`src/hw/evtcnt_pkg.sv`:
```
// ================================================
// Shared definitions for the event-counter block.
// Holds the field access types, the register map and
// the structs that link the bus, the register block
// and the counter core. Import it where it is needed.
// ================================================

package evtcnt_pkg;

  // Software access type of one register field.
  typedef enum logic [2:0] {
    SwAccessRW   = 3'd0,
    SwAccessRO   = 3'd1,
    SwAccessWO   = 3'd2,
    SwAccessW1C  = 3'd3,
    SwAccessW1S  = 3'd4,
    SwAccessW0C  = 3'd5,
    SwAccessRC   = 3'd6,
    SwAccessNone = 3'd7
  } sw_access_e;

  // Width of the counter fields in the structs below.
  // It must match the cnt_width parameter of the top level.
  parameter int cnt_w = 16;

  // Register word addresses.
  parameter int addr_width = 4;
  parameter logic [addr_width-1:0] ctrl_addr        = 4'd0;
  parameter logic [addr_width-1:0] limit_addr       = 4'd1;
  parameter logic [addr_width-1:0] count_addr       = 4'd2;
  parameter logic [addr_width-1:0] intr_state_addr  = 4'd3;
  parameter logic [addr_width-1:0] intr_enable_addr = 4'd4;
  parameter logic [addr_width-1:0] cmd_addr         = 4'd5;
  parameter logic [addr_width-1:0] evt_total_addr   = 4'd6;

  // Bus request, 37 bits.
  typedef struct packed {
    logic [addr_width-1:0] addr;
    logic                  write;
    logic [31:0]           wdata;
  } reg_req_t;

  // Bus response, 33 bits.
  typedef struct packed {
    logic [31:0] rdata;
    logic        error;
  } reg_rsp_t;

  // Register state that steers the core, 50 bits.
  typedef struct packed {
    logic             enable;
    logic [cnt_w-1:0] limit;
    logic [cnt_w-1:0] count;
    logic             clear_cmd;
    logic [cnt_w-1:0] evt_total;
  } cfg_t;

  // Hardware update of one field, a value and its strobe.
  typedef struct packed {
    logic d;
    logic de;
  } hw_bit_t;

  typedef struct packed {
    logic [cnt_w-1:0] d;
    logic             de;
  } hw_cnt_t;

  // The interrupt status carries one strobe per bit.
  typedef struct packed {
    logic [1:0] d;
    logic [1:0] de;
  } hw_intr_t;

  // All hardware updates from the core, 42 bits.
  typedef struct packed {
    hw_bit_t  ctrl_enable;
    hw_cnt_t  count;
    hw_intr_t intr_state;
    hw_bit_t  cmd_clear;
    hw_cnt_t  evt_total;
  } hw2reg_t;

endpackage

```
`src/hw/evtcnt_core.sv`:
```
// ================================================
// Counter core of the event counter.
// Turns event pulses and register state into field
// updates for the register block. The current values
// all come from the registers; only the event is kept.
// ================================================

`timescale 1ns/1ps

module evtcnt_core #(
  parameter int cnt_width = 16
) (
  input  logic                clk,
  input  logic                reset,
  input  logic                event_pulse,
  input  evtcnt_pkg::cfg_t    cfg,
  output evtcnt_pkg::hw2reg_t hw2reg
);

  logic                 evt_q;
  logic [cnt_width-1:0] count_inc;
  logic [cnt_width-1:0] total_inc;
  logic                 count_evt;
  logic                 limit_hit;

  // Registered event. Every update below is driven from this copy, so its
  // effect lands in the fields one edge after the pulse was sampled.
  always_ff @(posedge clk) begin
    if (reset) begin
      evt_q <= 1'b0;
    end else begin
      evt_q <= event_pulse;
    end
  end

  assign count_inc = cfg.count + 1'b1;
  assign total_inc = cfg.evt_total + 1'b1;

  // An enabled event counts unless a clear is pending, which wins.
  assign count_evt = evt_q & cfg.enable & ~cfg.clear_cmd;

  // A zero limit disables the stop, so the count simply runs on.
  assign limit_hit = count_evt && (cfg.limit != '0) && (count_inc == cfg.limit);

  always_comb begin
    hw2reg = '0;

    // The clear command zeroes the count and drops itself on the same edge.
    if (cfg.clear_cmd) begin
      hw2reg.count.d      = '0;
      hw2reg.count.de     = 1'b1;
      hw2reg.cmd_clear.d  = 1'b0;
      hw2reg.cmd_clear.de = 1'b1;
    end else if (count_evt) begin
      hw2reg.count.d  = count_inc;
      hw2reg.count.de = 1'b1;
    end

    // Reaching the limit stops the counter and flags status bit 0.
    if (limit_hit) begin
      hw2reg.ctrl_enable.d    = 1'b0;
      hw2reg.ctrl_enable.de   = 1'b1;
      hw2reg.intr_state.d[0]  = 1'b1;
      hw2reg.intr_state.de[0] = 1'b1;
    end

    // An event while stopped is missed and flags status bit 1.
    if (evt_q && !cfg.enable) begin
      hw2reg.intr_state.d[1]  = 1'b1;
      hw2reg.intr_state.de[1] = 1'b1;
    end

    // The total sees every event and wraps when full.
    if (evt_q) begin
      hw2reg.evt_total.d  = total_inc;
      hw2reg.evt_total.de = 1'b1;
    end
  end

  // The one-shot disable keeps a running count from passing its limit.
  a_count_in_limit: assert property (@(posedge clk) disable iff (reset)
    cfg.enable && (cfg.limit != '0) |-> cfg.count <= cfg.limit);

endmodule

```
`src/hw/evtcnt_reg_top.sv`:
```
// ================================================
// Register block of the event counter.
// Accepts one valid/ready bus transaction at a time,
// holds the fields, returns a registered response and
// drives the interrupt from the status and enable.
// ================================================

`timescale 1ns/1ps

module evtcnt_reg_top #(
  parameter int cnt_width = 16
) (
  input  logic                clk,
  input  logic                reset,
  input  logic                req_valid,
  output logic                req_ready,
  input  evtcnt_pkg::reg_req_t req,
  output logic                rsp_valid,
  input  logic                rsp_ready,
  output evtcnt_pkg::reg_rsp_t rsp,
  input  evtcnt_pkg::hw2reg_t hw2reg,
  output evtcnt_pkg::cfg_t    cfg,
  output logic                intr
);
  import evtcnt_pkg::*;

  logic                 xfer;
  logic                 wr_xfer;
  logic                 rd_xfer;
  logic [6:0]           addr_hit;
  logic [31:0]          rdata_next;

  // Stored field values.
  logic                 ctrl_q;
  logic [cnt_width-1:0] limit_q;
  logic [cnt_width-1:0] count_q;
  logic [1:0]           intr_state_q;
  logic [1:0]           intr_enable_q;
  logic                 cmd_q;
  logic [cnt_width-1:0] evt_total_q;

  // Interrupt status update after the per-bit merge.
  logic                 intr_state_de;
  logic [1:0]           intr_state_d;

  // Only one transaction may be in flight, so a new request waits
  // until the previous response has been taken.
  assign req_ready = ~rsp_valid;
  assign xfer      = req_valid & req_ready;
  assign wr_xfer   = xfer & req.write;
  assign rd_xfer   = xfer & ~req.write;

  // Address decode, one hit bit per mapped register.
  always_comb begin
    addr_hit    = '0;
    addr_hit[0] = (req.addr == ctrl_addr);
    addr_hit[1] = (req.addr == limit_addr);
    addr_hit[2] = (req.addr == count_addr);
    addr_hit[3] = (req.addr == intr_state_addr);
    addr_hit[4] = (req.addr == intr_enable_addr);
    addr_hit[5] = (req.addr == cmd_addr);
    addr_hit[6] = (req.addr == evt_total_addr);
  end

  // The core strobes each status bit on its own. Bits without a strobe
  // keep their stored value so the field sees one combined update.
  assign intr_state_de = |hw2reg.intr_state.de;
  assign intr_state_d  = (intr_state_q & ~hw2reg.intr_state.de) |
                         (hw2reg.intr_state.d & hw2reg.intr_state.de);

  prim_subreg #(.DW(1), .SwAccess(SwAccessRW)) u_ctrl (
    .clk (clk), .reset (reset),
    .we  (wr_xfer & addr_hit[0]), .wd (req.wdata[0]),
    .de  (hw2reg.ctrl_enable.de), .d  (hw2reg.ctrl_enable.d),
    .q   (ctrl_q)
  );

  // The limit has no hardware source.
  prim_subreg #(.DW(cnt_width), .SwAccess(SwAccessRW)) u_limit (
    .clk (clk), .reset (reset),
    .we  (wr_xfer & addr_hit[1]), .wd (req.wdata[cnt_width-1:0]),
    .de  (1'b0), .d ('0),
    .q   (limit_q)
  );

  // Software writes reach the count field but are dropped there.
  prim_subreg #(.DW(cnt_width), .SwAccess(SwAccessRO)) u_count (
    .clk (clk), .reset (reset),
    .we  (wr_xfer & addr_hit[2]), .wd (req.wdata[cnt_width-1:0]),
    .de  (hw2reg.count.de), .d  (hw2reg.count.d),
    .q   (count_q)
  );

  prim_subreg #(.DW(2), .SwAccess(SwAccessW1C)) u_intr_state (
    .clk (clk), .reset (reset),
    .we  (wr_xfer & addr_hit[3]), .wd (req.wdata[1:0]),
    .de  (intr_state_de), .d  (intr_state_d),
    .q   (intr_state_q)
  );

  prim_subreg #(.DW(2), .SwAccess(SwAccessRW)) u_intr_enable (
    .clk (clk), .reset (reset),
    .we  (wr_xfer & addr_hit[4]), .wd (req.wdata[1:0]),
    .de  (1'b0), .d ('0),
    .q   (intr_enable_q)
  );

  // Software sets the clear command and the core drops it once done.
  prim_subreg #(.DW(1), .SwAccess(SwAccessW1S)) u_cmd (
    .clk (clk), .reset (reset),
    .we  (wr_xfer & addr_hit[5]), .wd (req.wdata[0]),
    .de  (hw2reg.cmd_clear.de), .d  (hw2reg.cmd_clear.d),
    .q   (cmd_q)
  );

  // The strobe here is the read pulse, so a write has no effect.
  prim_subreg #(.DW(cnt_width), .SwAccess(SwAccessRC)) u_evt_total (
    .clk (clk), .reset (reset),
    .we  (rd_xfer & addr_hit[6]), .wd (req.wdata[cnt_width-1:0]),
    .de  (hw2reg.evt_total.de), .d  (hw2reg.evt_total.d),
    .q   (evt_total_q)
  );

  // Read data is taken from the field values before the transfer edge.
  always_comb begin
    rdata_next = '0;
    case (req.addr)
      ctrl_addr:        rdata_next[0]             = ctrl_q;
      limit_addr:       rdata_next[cnt_width-1:0] = limit_q;
      count_addr:       rdata_next[cnt_width-1:0] = count_q;
      intr_state_addr:  rdata_next[1:0]           = intr_state_q;
      intr_enable_addr: rdata_next[1:0]           = intr_enable_q;
      cmd_addr:         rdata_next[0]             = cmd_q;
      evt_total_addr:   rdata_next[cnt_width-1:0] = evt_total_q;
      default:          rdata_next                = '0;
    endcase
  end

  // The response is valid from the cycle after the transfer until the
  // requester takes it.
  always_ff @(posedge clk) begin
    if (reset) begin
      rsp_valid <= 1'b0;
    end else if (xfer) begin
      rsp_valid <= 1'b1;
    end else if (rsp_ready) begin
      rsp_valid <= 1'b0;
    end
  end

  // Response payload. It only loads on a transfer, so it holds while stalled.
  // A write returns zero data and an unmapped address flags an error.
  always_ff @(posedge clk) begin
    if (xfer) begin
      rsp.rdata <= req.write ? '0 : rdata_next;
      rsp.error <= ~|addr_hit;
    end
  end

  // Register state handed to the core.
  assign cfg.enable    = ctrl_q;
  assign cfg.limit     = limit_q;
  assign cfg.count     = count_q;
  assign cfg.clear_cmd = cmd_q;
  assign cfg.evt_total = evt_total_q;

  // Both operands are flop outputs, so intr follows the edge that changes them.
  assign intr = |(intr_state_q & intr_enable_q);

  // A stalled response must keep both its valid and its payload.
  a_rsp_stable: assert property (@(posedge clk) disable iff (reset)
    rsp_valid && !rsp_ready |=> rsp_valid && $stable(rsp));

  // A taken request leaves its response pending, which blocks the next one.
  a_one_outstanding: assert property (@(posedge clk) disable iff (reset)
    xfer |=> rsp_valid && !req_ready);

endmodule

```
`src/hw/evtcnt_top.sv`:
```
// ================================================
// Top level of the event-counter peripheral.
// Joins the register block and the counter core and
// passes the counter width down to both.
// ================================================

`timescale 1ns/1ps

module evtcnt_top #(
  parameter int cnt_width = 16
) (
  input  logic                 clk,
  input  logic                 reset,
  input  logic                 req_valid,
  output logic                 req_ready,
  input  evtcnt_pkg::reg_req_t req,
  output logic                 rsp_valid,
  input  logic                 rsp_ready,
  output evtcnt_pkg::reg_rsp_t rsp,
  input  logic                 event_pulse,
  output logic                 intr
);
  import evtcnt_pkg::*;

  // Register state to the core and field updates back.
  cfg_t    cfg;
  hw2reg_t hw2reg;

  evtcnt_reg_top #(
    .cnt_width (cnt_width)
  ) u_reg_top (
    .clk       (clk),
    .reset     (reset),
    .req_valid (req_valid),
    .req_ready (req_ready),
    .req       (req),
    .rsp_valid (rsp_valid),
    .rsp_ready (rsp_ready),
    .rsp       (rsp),
    .hw2reg    (hw2reg),
    .cfg       (cfg),
    .intr      (intr)
  );

  evtcnt_core #(
    .cnt_width (cnt_width)
  ) u_core (
    .clk         (clk),
    .reset       (reset),
    .event_pulse (event_pulse),
    .cfg         (cfg),
    .hw2reg      (hw2reg)
  );

endmodule

```
`src/hw/prim_subreg.sv`:
```
// ================================================
// One register field with a synchronous reset value.
// Software and hardware updates pass through the
// write arbitration; q is the stored field value.
// ================================================

`timescale 1ns/1ps

module prim_subreg #(
  parameter int                     DW       = 32,
  parameter evtcnt_pkg::sw_access_e SwAccess = evtcnt_pkg::SwAccessRW,
  parameter logic [DW-1:0]          ResetVal = '0
) (
  input  logic          clk,
  input  logic          reset,
  input  logic          we,
  input  logic [DW-1:0] wd,
  input  logic          de,
  input  logic [DW-1:0] d,
  output logic [DW-1:0] q
);

  logic          wr_en;
  logic [DW-1:0] wr_data;

  prim_subreg_arb #(
    .DW       (DW),
    .SwAccess (SwAccess)
  ) u_arb (
    .we      (we),
    .wd      (wd),
    .de      (de),
    .d       (d),
    .q       (q),
    .wr_en   (wr_en),
    .wr_data (wr_data)
  );

  // The field flop. It holds its value unless the arbiter enables a load.
  always_ff @(posedge clk) begin
    if (reset) begin
      q <= ResetVal;
    end else if (wr_en) begin
      q <= wr_data;
    end
  end

  // Without a strobe from either side the field must keep its value
  // across the next edge.
  a_hold_idle: assert property (@(posedge clk)
    !reset && !we && !de |=> $stable(q));

endmodule

```
`src/hw/prim_subreg_arb.sv`:
```
// ================================================
// Write arbitration for one register field.
// Merges the software strobe and the hardware update
// into a single enable and next value, following the
// access type given by the SwAccess parameter.
// ================================================

`timescale 1ns/1ps

module prim_subreg_arb #(
  parameter int                     DW       = 32,
  parameter evtcnt_pkg::sw_access_e SwAccess = evtcnt_pkg::SwAccessRW
) (
  // Software side. For an RC field the strobe is the read pulse.
  input  logic          we,
  input  logic [DW-1:0] wd,
  // Hardware side.
  input  logic          de,
  input  logic [DW-1:0] d,
  // Present value of the field.
  input  logic [DW-1:0] q,
  // Result that the field flop loads.
  output logic          wr_en,
  output logic [DW-1:0] wr_data
);
  import evtcnt_pkg::*;

  if (SwAccess inside {SwAccessRW, SwAccessWO}) begin : gen_w
    // A software write overrides the hardware value.
    assign wr_en   = we | de;
    assign wr_data = we ? wd : d;
  end else if (SwAccess == SwAccessRO) begin : gen_ro
    // Only hardware can change a read-only field.
    assign wr_en   = de;
    assign wr_data = d;
  end else if (SwAccess == SwAccessW1C) begin : gen_w1c
    // Hardware sets bits and software ones clear them.
    // The clear is applied last, so software wins on a shared bit.
    assign wr_en   = we | de;
    assign wr_data = (de ? d : q) & (we ? ~wd : '1);
  end else if (SwAccess == SwAccessW1S) begin : gen_w1s
    // Hardware clears bits and software ones set them on top.
    assign wr_en   = we | de;
    assign wr_data = (de ? d : q) | (we ? wd : '0);
  end else if (SwAccess == SwAccessW0C) begin : gen_w0c
    // Software zeros clear bits of the base value.
    assign wr_en   = we | de;
    assign wr_data = (de ? d : q) & (we ? wd : '1);
  end else if (SwAccess == SwAccessRC) begin : gen_rc
    // A read empties the field.
    // A hardware update in the same cycle is lost.
    assign wr_en   = we | de;
    assign wr_data = we ? '0 : d;
  end else begin : gen_hw
    // No software access at all.
    assign wr_en   = de;
    assign wr_data = d;
  end

endmodule

```
`config.mk`:
```
export PLATFORM = sky130hd
export DESIGN_NAME = evtcnt_top
export DESIGN_NICKNAME = d
export VERILOG_FILES = /design/src/hw/evtcnt_pkg.sv /design/src/hw/evtcnt_core.sv /design/src/hw/evtcnt_reg_top.sv /design/src/hw/evtcnt_top.sv /design/src/hw/prim_subreg.sv /design/src/hw/prim_subreg_arb.sv
export SDC_FILE = /design/constraint.sdc
export NUM_CORES = 1
export LEC_CHECK = 0
export BUFFER_PORTS_ARGS = -buffer_cell sky130_fd_sc_hd__buf_2
export CORE_MARGIN = 10
export CORE_UTILIZATION = 30
export DETAILED_ROUTE_END_ITERATION = 7
export HOLD_SLACK_MARGIN = 0.06
export SYNTH_ARGS = -nofsm -noshare
export SYNTH_HDL_FRONTEND = slang
export SYNTH_SLANG_ARGS = --single-unit
```
`constraint.sdc`:
```
create_clock -name clk -period 4 [get_ports clk]
set_input_delay 0.8 -clock clk [delete_from_list [all_inputs] [get_ports clk]]
set_output_delay 0.8 -clock clk [all_outputs]
set_load 0.02 [all_outputs]
```
==> flow_metrics.tcl, run 1 <==
set metrics [dict create \
    status "finished, final reports clean" \
    vias 3201 \
    arrival_ns 2.92 \
    die_w_um 133.8 \
    die_area_um2 17910 \
    die_y_um 133.8 \
    synth.distinct_cells 55 \
    synth.avg_cell_area_um2 8.620 \
    path_buf_inv 0 \
    period_minus_slack_ns 2.700 \
    crit_path_top_delay_cell "or4_1" \
    grt_max_degree 28 \
    syn-instance-count 451 \
    worst-setup-path-type "reg2reg" \
    fin_util_pct 34.91 \
    p_leak_uw 0.001529 \
    multi_input_area_um2 2009 \
    hold_buffers 0 \
    fmax_ghz 0.3703 \
    yosysWarnings 0 \
    synth_flop_cell "dfxtp_1" \
    first_iter_violations 231 \
    hpwl_um 7115 \
    ys_seq_area_share_pct 41.97 \
    post-place-ws_ns 1.313 \
    cts_buffers 9 \
    regArea_um2 1632 \
    firstDrtPassIters 4 \
    grt_pass1_vias 3288 \
    critPathMaxStageDelay_ns 0.54 \
    vias_per_cell 4.857 \
    post-cts-setup-buffers 0 \
    gp_congestion 0.8639 \
    nFillCells 1295 \
    start_kind "register" \
    required_ns 4.22 \
    antenna_found_initial 0 \
    crit_chain "ha_1 > nand4_4 > nor2_2 > xnor2_1 > o21ai_1 > or4_1 > nor4_2 > o21ai_1" \
    p_per_area_nw_per_um2 374.8 \
    relSlewSlack_pct 59.91 \
    hold_path.class "reg2reg" \
    setup_viol 0 \
    diodes 0 \
    max_cap_viol_count 0 \
    clk_transition_reported_paths_ns 0.05 \
    grt_pass1_wl_um 15770 \
    clk_latency_ns 0.35 \
    num_rows 41 \
    ant_nets 0 \
    fin_crit_sh_pct 67.51 \
    ys_top_cells_by_area "dfxtp_1 29%, edfxtp_1 13%, nand2_1 6.5%, xnor2_1 5.9%, xor2_1 5.6%" \
    core_region_area_um2 12670 \
    clockBufferDepth 2 \
    rsz0062_at_grt "no" \
    cts_sinks 73 \
    wire_per_inst_um 14.33 \
    worst_slack_ns 1.300 \
    synth_top_area_share_pct 28.84 \
    synth_area_um2 3887 \
    hold_viol_final 0 \
    ys_ff_latch 73 \
    async_reset_ff_share_pct 0 \
    grt_overflow 0 \
    worstMarginPinSlew_ns 0.5959 \
    crit_family "simple AND/OR/NAND/NOR gates" \
    crit_path_end_kind "register" \
    ir_worst_vdd_mv 0.2080 \
    skew_ns 0.004689 \
    synth_area_leader_cell "dfxtp_1" \
    ios 78 \
    synthToLayoutAreaGrowth_pct 13.78 \
    slew_viol_final 0 \
    drc 0 \
    cp_max_fo 7 \
    cts_tree "yes" \
    tns_ns 0 \
    track_usage_pct 10.75 \
    wirelength_um 9446 \
    start_util_pct 30.68 \
    cts_root_buf "clkbuf_16" \
    synth_top_cells_by_count "67 x nand2_1, 56 x dfxtp_1, 45 x nor2_1, 39 x a21oi_1, 26 x xnor2_1" \
    final_cell_area_um2 4423 \
    cp_common_cell "o21ai_1" \
    cts_resized 0 \
    drive_gt1_share_pct 16.02 \
    place_area_um2 4141 \
    synth_edf_count 17 \
    synth.most_common_cell "nand2_1" \
    io_buffer_count 45 \
    ctsHtreeMaxLevel 3 \
    final_nets 526 \
]
## metal layers
layer	vias to the layer above	routed length (um)	GRT usage (%)	share of wire, %
li1	1603	-	-	-
met1	1508	4217	12.59	45
met2	71	4560	17.70	48
met3	19	414	2.838	4.4
met4	0	253	5.562	2.7
met5	-	0	0	0
## placed cells by master, fill, tap and decap left out, drive strengths merged, types with 6 or more instances in the layout
master	count
nand2	67
dfxtp	56
buf	50
nor2	46
a21oi	39
xnor2	26
xor2	25
nand3	25
edfxtp	17
conb	16
a22oi	14
clkbuf	12
nand4	10
nor3	10
o21ai	8
inv	6
nand2b	6
nor4	6
## path summary, 6_finish.rpt
kind	slack, ns	startpoint	endpoint	cells after the start
worst max-delay path	1.30	u_reg_top.u_count.q[0]$_SDFFE_PP0P_	u_reg_top.u_ctrl.q$_SDFFE_PP0P_	8
worst min-delay path	0.48	u_reg_top.u_intr_enable.q[0]$_SDFFE_PP0P_	u_reg_top.u_intr_enable.q[0]$_SDFFE_PP0P_	2
worst max register to register	1.30	u_reg_top.u_count.q[0]$_SDFFE_PP0P_	u_reg_top.u_ctrl.q$_SDFFE_PP0P_	8
worst min register to register	0.48	u_reg_top.u_intr_enable.q[0]$_SDFFE_PP0P_	u_reg_top.u_intr_enable.q[0]$_SDFFE_PP0P_	2
## where the power goes
group	leakage (uW)	internal (uW)	switching (uW)	total (uW)
Sequential	0.000621	768	9.13	777
Combinational	0.000768	31.3	72.5	104
Clock	0.000140	479	297	777
## per-stage QoR
step / hold slack (ns) / instances / total power [uW]
after floorplan: 0.4484 / 466 / 872.4
after global placement: 0.4766 / 643 / 894.4
after detailed placement: 0.4811 / 643 / 896.6
after CTS: 0.4861 / 659 / 1668
after global routing: 0.5076 / 659 / 1701
final: 0.4788 / 659 / 1658
## state kept, by name (all words and copies together) (netlist names)
| register | cells |
|---|---|
| u_reg_top.u_limit.q | 16 |
| u_reg_top.u_ctrl.q | 1 |
| u_reg_top.u_intr_enable.q | 2 |
| u_reg_top.u_cmd.q | 1 |
| u_reg_top.u_evt_total.q | 16 |
| u_reg_top.rsp_valid | 1 |
| u_reg_top.u_intr_state.q | 2 |
| u_reg_top.rsp | 17 |
| u_core.evt_q | 1 |
| u_reg_top.u_count.q | 16 |
## cell type report
type	count	share of cell area, %
inverters	6	0.5092
clock buffers	12	5.347
well taps	172	4.866
repair buffers	50	5.941
clock inverters	4	1.018
multi-input cells	342	45.43
flip-flops and latches	73	36.89
## worst min-delay path: stages, from the launching register on
cell     delay, ns
dfxtp_1       0.32
nand2_1       0.06
a21oi_1       0.05
## kinds of logic after synthesis
kind of cell / Yosys count / share of synthesized area [%]
other: 1 / 0.09646
muxes: 4 / 1.062
DFF: 73 / 41.97
adders and majority gates: 2 / 0.6436
and+or+nand+nor: 188 / 23.50
buffers and inverters: 51 / 7.853
xor gates and xnor gates: 51 / 11.49
AOI/OAI and AO/OA: 81 / 13.39
(Power assumes the default switching activity.)
==> run 2: changes to the inputs <==
==> constraint.sdc (replaced) <==
create_clock -name clk -period 2.41 [get_ports clk]
set_input_delay 0.482 -clock clk [delete_from_list [all_inputs] [get_ports clk]]
set_output_delay 0.482 -clock clk [all_outputs]
set_load 0.02 [all_outputs]
==> run 2 against run 1 <==
Against the previous run: non-clock buffer count rose by 12; clock skew fell by 0.00055 ns; wire length rose by 2.6%; critical path depth did not move; sequential power rose by 66%; highest routed layer unchanged.
==> flow_metrics.tcl, run 2 (same netlist as run 1, synthesis figures left out) <==
set metrics [dict create \
    holdWs_ns 0.3249 \
    io_buffer_count 45 \
    start_kind "register" \
    switching_share_pct 22.47 \
    grt_overflow 0 \
    first_iter_violations 274 \
    clockBufferDepth 2 \
    crit_family "simple AND/OR/NAND/NOR gates" \
    cp_max_fo 4 \
    hold_buffers 0 \
    max_cap_viol_count 0 \
    start_util_pct 30.68 \
    hold_viol_final 0 \
    reg2reg_setup_slack_ns 0.19 \
    ant_nets 0 \
    cts_buffers 9 \
    cts_sinks 73 \
    setup_viol 0 \
    drive_gt1_share_pct 18.44 \
    tns_ns 0 \
    relSlewSlack_pct 59.78 \
    num_rows 41 \
    hold_path.class "in2reg" \
    seqPwrFrac_pct 45.0 \
    p_int_uw 2213 \
    grt_pass1_wl_um 15990 \
    reg2reg_to "u_reg_top.u_intr_state.q[0]$_SDFFE_PP0P_" \
    synthToLayoutAreaGrowth_pct 16.96 \
    fmax_ghz 0.4502 \
    wire_per_inst_um 14.45 \
    multi_input_area_um2 2009 \
    rr_worst_depth 8 \
    gp_congestion 0.9078 \
    layout_commonest_cell "nand2_1" \
    vias 3276 \
    required_ns 2.70 \
    skew_ns 0.004135 \
    worstMarginPinSlew_ns 0.6019 \
    worst-setup-path-type "reg2reg" \
    path_buf_inv 0 \
    crit_path_end_kind "register" \
    ctsHtreeMaxLevel 3 \
    ios 78 \
    place_area_um2 4232 \
    die_y_um 133.8 \
    cts_root_buf "clkbuf_16" \
    cts_resized 0 \
    nFillCells 1274 \
    p_switching_uw 641.4 \
    regArea_um2 1632 \
    track_usage_pct 10.91 \
    die_w_um 133.8 \
    crit_cells 8 \
    crit_chain "ha_1 > nand4_4 > nor2_2 > xnor2_1 > o21ai_1 > or4_1 > nor4_2 > o21a_1" \
    core_region_area_um2 12670 \
    status "finished, final reports clean" \
    wirelength_um 9693 \
    timing.rr.start "u_reg_top.u_count.q[1]$_SDFFE_PP0P_" \
    p_per_area_nw_per_um2 627.7 \
    fin_util_pct 35.88 \
    hpwl_um 7399 \
    largest_register_ffs 17 \
    slew_viol_final 0 \
    vias_per_cell 4.882 \
    period_minus_slack_ns 2.221 \
    p_leak_uw 0.001607 \
    clk_transition_reported_paths_ns 0.06 \
    p_total_uw 2854 \
    die_area_um2 17910 \
    layout_common_cells "67 x nand2_1, 56 x dfxtp_1, 45 x nor2_1, 45 x buf_2, 39 x a21oi_1" \
    post-cts-setup-buffers 0 \
    cts_tree "yes" \
    clkPwrFrac_pct 48.7 \
    combPwrFrac_pct 6.3 \
    fin_crit_sh_pct 92.16 \
    firstDrtPassIters 4 \
    ir_worst_vdd_mv 0.3102 \
    final_nets 538 \
    rsz0062_at_grt "no" \
    grt_max_degree 21 \
    arrival_ns 2.51 \
    antenna_found_initial 0 \
    crit_end "u_reg_top.u_intr_state.q[0]$_SDFFE_PP0P_" \
    critPathLaunch "u_reg_top.u_count.q[1]$_SDFFE_PP0P_" \
    regMostFlops "u_reg_top.rsp" \
    diodes 0 \
    clk_latency_ns 0.34 \
    crit_path_top_delay_cell "or4_1" \
    grt_pass1_vias 3256 \
    critPathMaxStageDelay_ns 0.54 \
    final_cell_area_um2 4547 \
    drc 0 \
]
==> run 2: changes by cell type in the layout (fill, tap and decap cells not counted), sizes merged <==
cell | before | now
buf | 50 | 62
clkbuf | 12 | 11
clkinvlp | 0 | 1
==> run 2: per-stage QoR <==
| step | cells | worst slack, ns |
|---|---|---|
| finish | 671 | 0.1890 |
| global route | 671 | 0.03253 |
| CTS | 671 | 0.1516 |
| detailed placement | 655 | 0.1804 |
| global placement | 655 | 0.1866 |
| floorplan | 466 | 0.2594 |
==> run 2: worst min path at each step <==
stage / start / to / slack [ns] / depth (start not counted)
final: rsp_ready / u_reg_top.rsp_valid$_SDFFE_PP0P_ / 0.32 / 2
after global routing: rsp_ready / u_reg_top.rsp_valid$_SDFFE_PP0P_ / 0.34 / 2
after CTS: rsp_ready / u_reg_top.rsp_valid$_SDFFE_PP0P_ / 0.32 / 2
after detailed placement: u_reg_top.u_intr_enable.q[1]$_SDFFE_PP0P_ / u_reg_top.u_intr_enable.q[1]$_SDFFE_PP0P_ / 0.48 / 2
after global placement: u_reg_top.u_intr_enable.q[1]$_SDFFE_PP0P_ / u_reg_top.u_intr_enable.q[1]$_SDFFE_PP0P_ / 0.47 / 2
after floorplan: u_reg_top.u_intr_enable.q[0]$_SDFFE_PP0P_ / u_reg_top.u_intr_enable.q[0]$_SDFFE_PP0P_ / 0.45 / 2
==> run 2: final cells by class <==
cell class | count | area share [%]
multi-input cells | 342 | 44.19
repair buffers | 62 | 7.760
clock buffers | 11 | 5.806
inverters | 6 | 0.4953
clock inverters | 5 | 1.128
well taps | 172 | 4.733
flip-flops and latches | 73 | 35.88
==> run 2: worst register-to-register path: stages (launching register included) <==
cell and delay (ns):
dfxtp_1 0.34, ha_1 0.28, nand4_4 0.15, nor2_2 0.15, xnor2_1 0.12, o21ai_1 0.07, or4_1 0.54, nor4_2 0.35
o21a_1 0.16
==> run 2: metal layers <==
metal | track usage, % | vias up | part of all wire [%]
li1 | - | 1619 | -
met1 | 12.80 | 1542 | 43
met2 | 18.20 | 101 | 49
met3 | 2.987 | 14 | 6.1
met4 | 4.897 | 0 | 2.1
met5 | 0 | - | 0
==> run 2: power groups by stage <==
stage / clock network, uW / logic [uW] / registers, uW
6_report: 1390 / 180 / 1290
5_1_grt: 1460 / 198 / 1290
4_1_cts: 1420 / 181 / 1290
3_5_place_dp: 0 / 180 / 1310
3_3_place_gp: 0 / 178 / 1310
2_1_floorplan: 0 / 118 / 1330
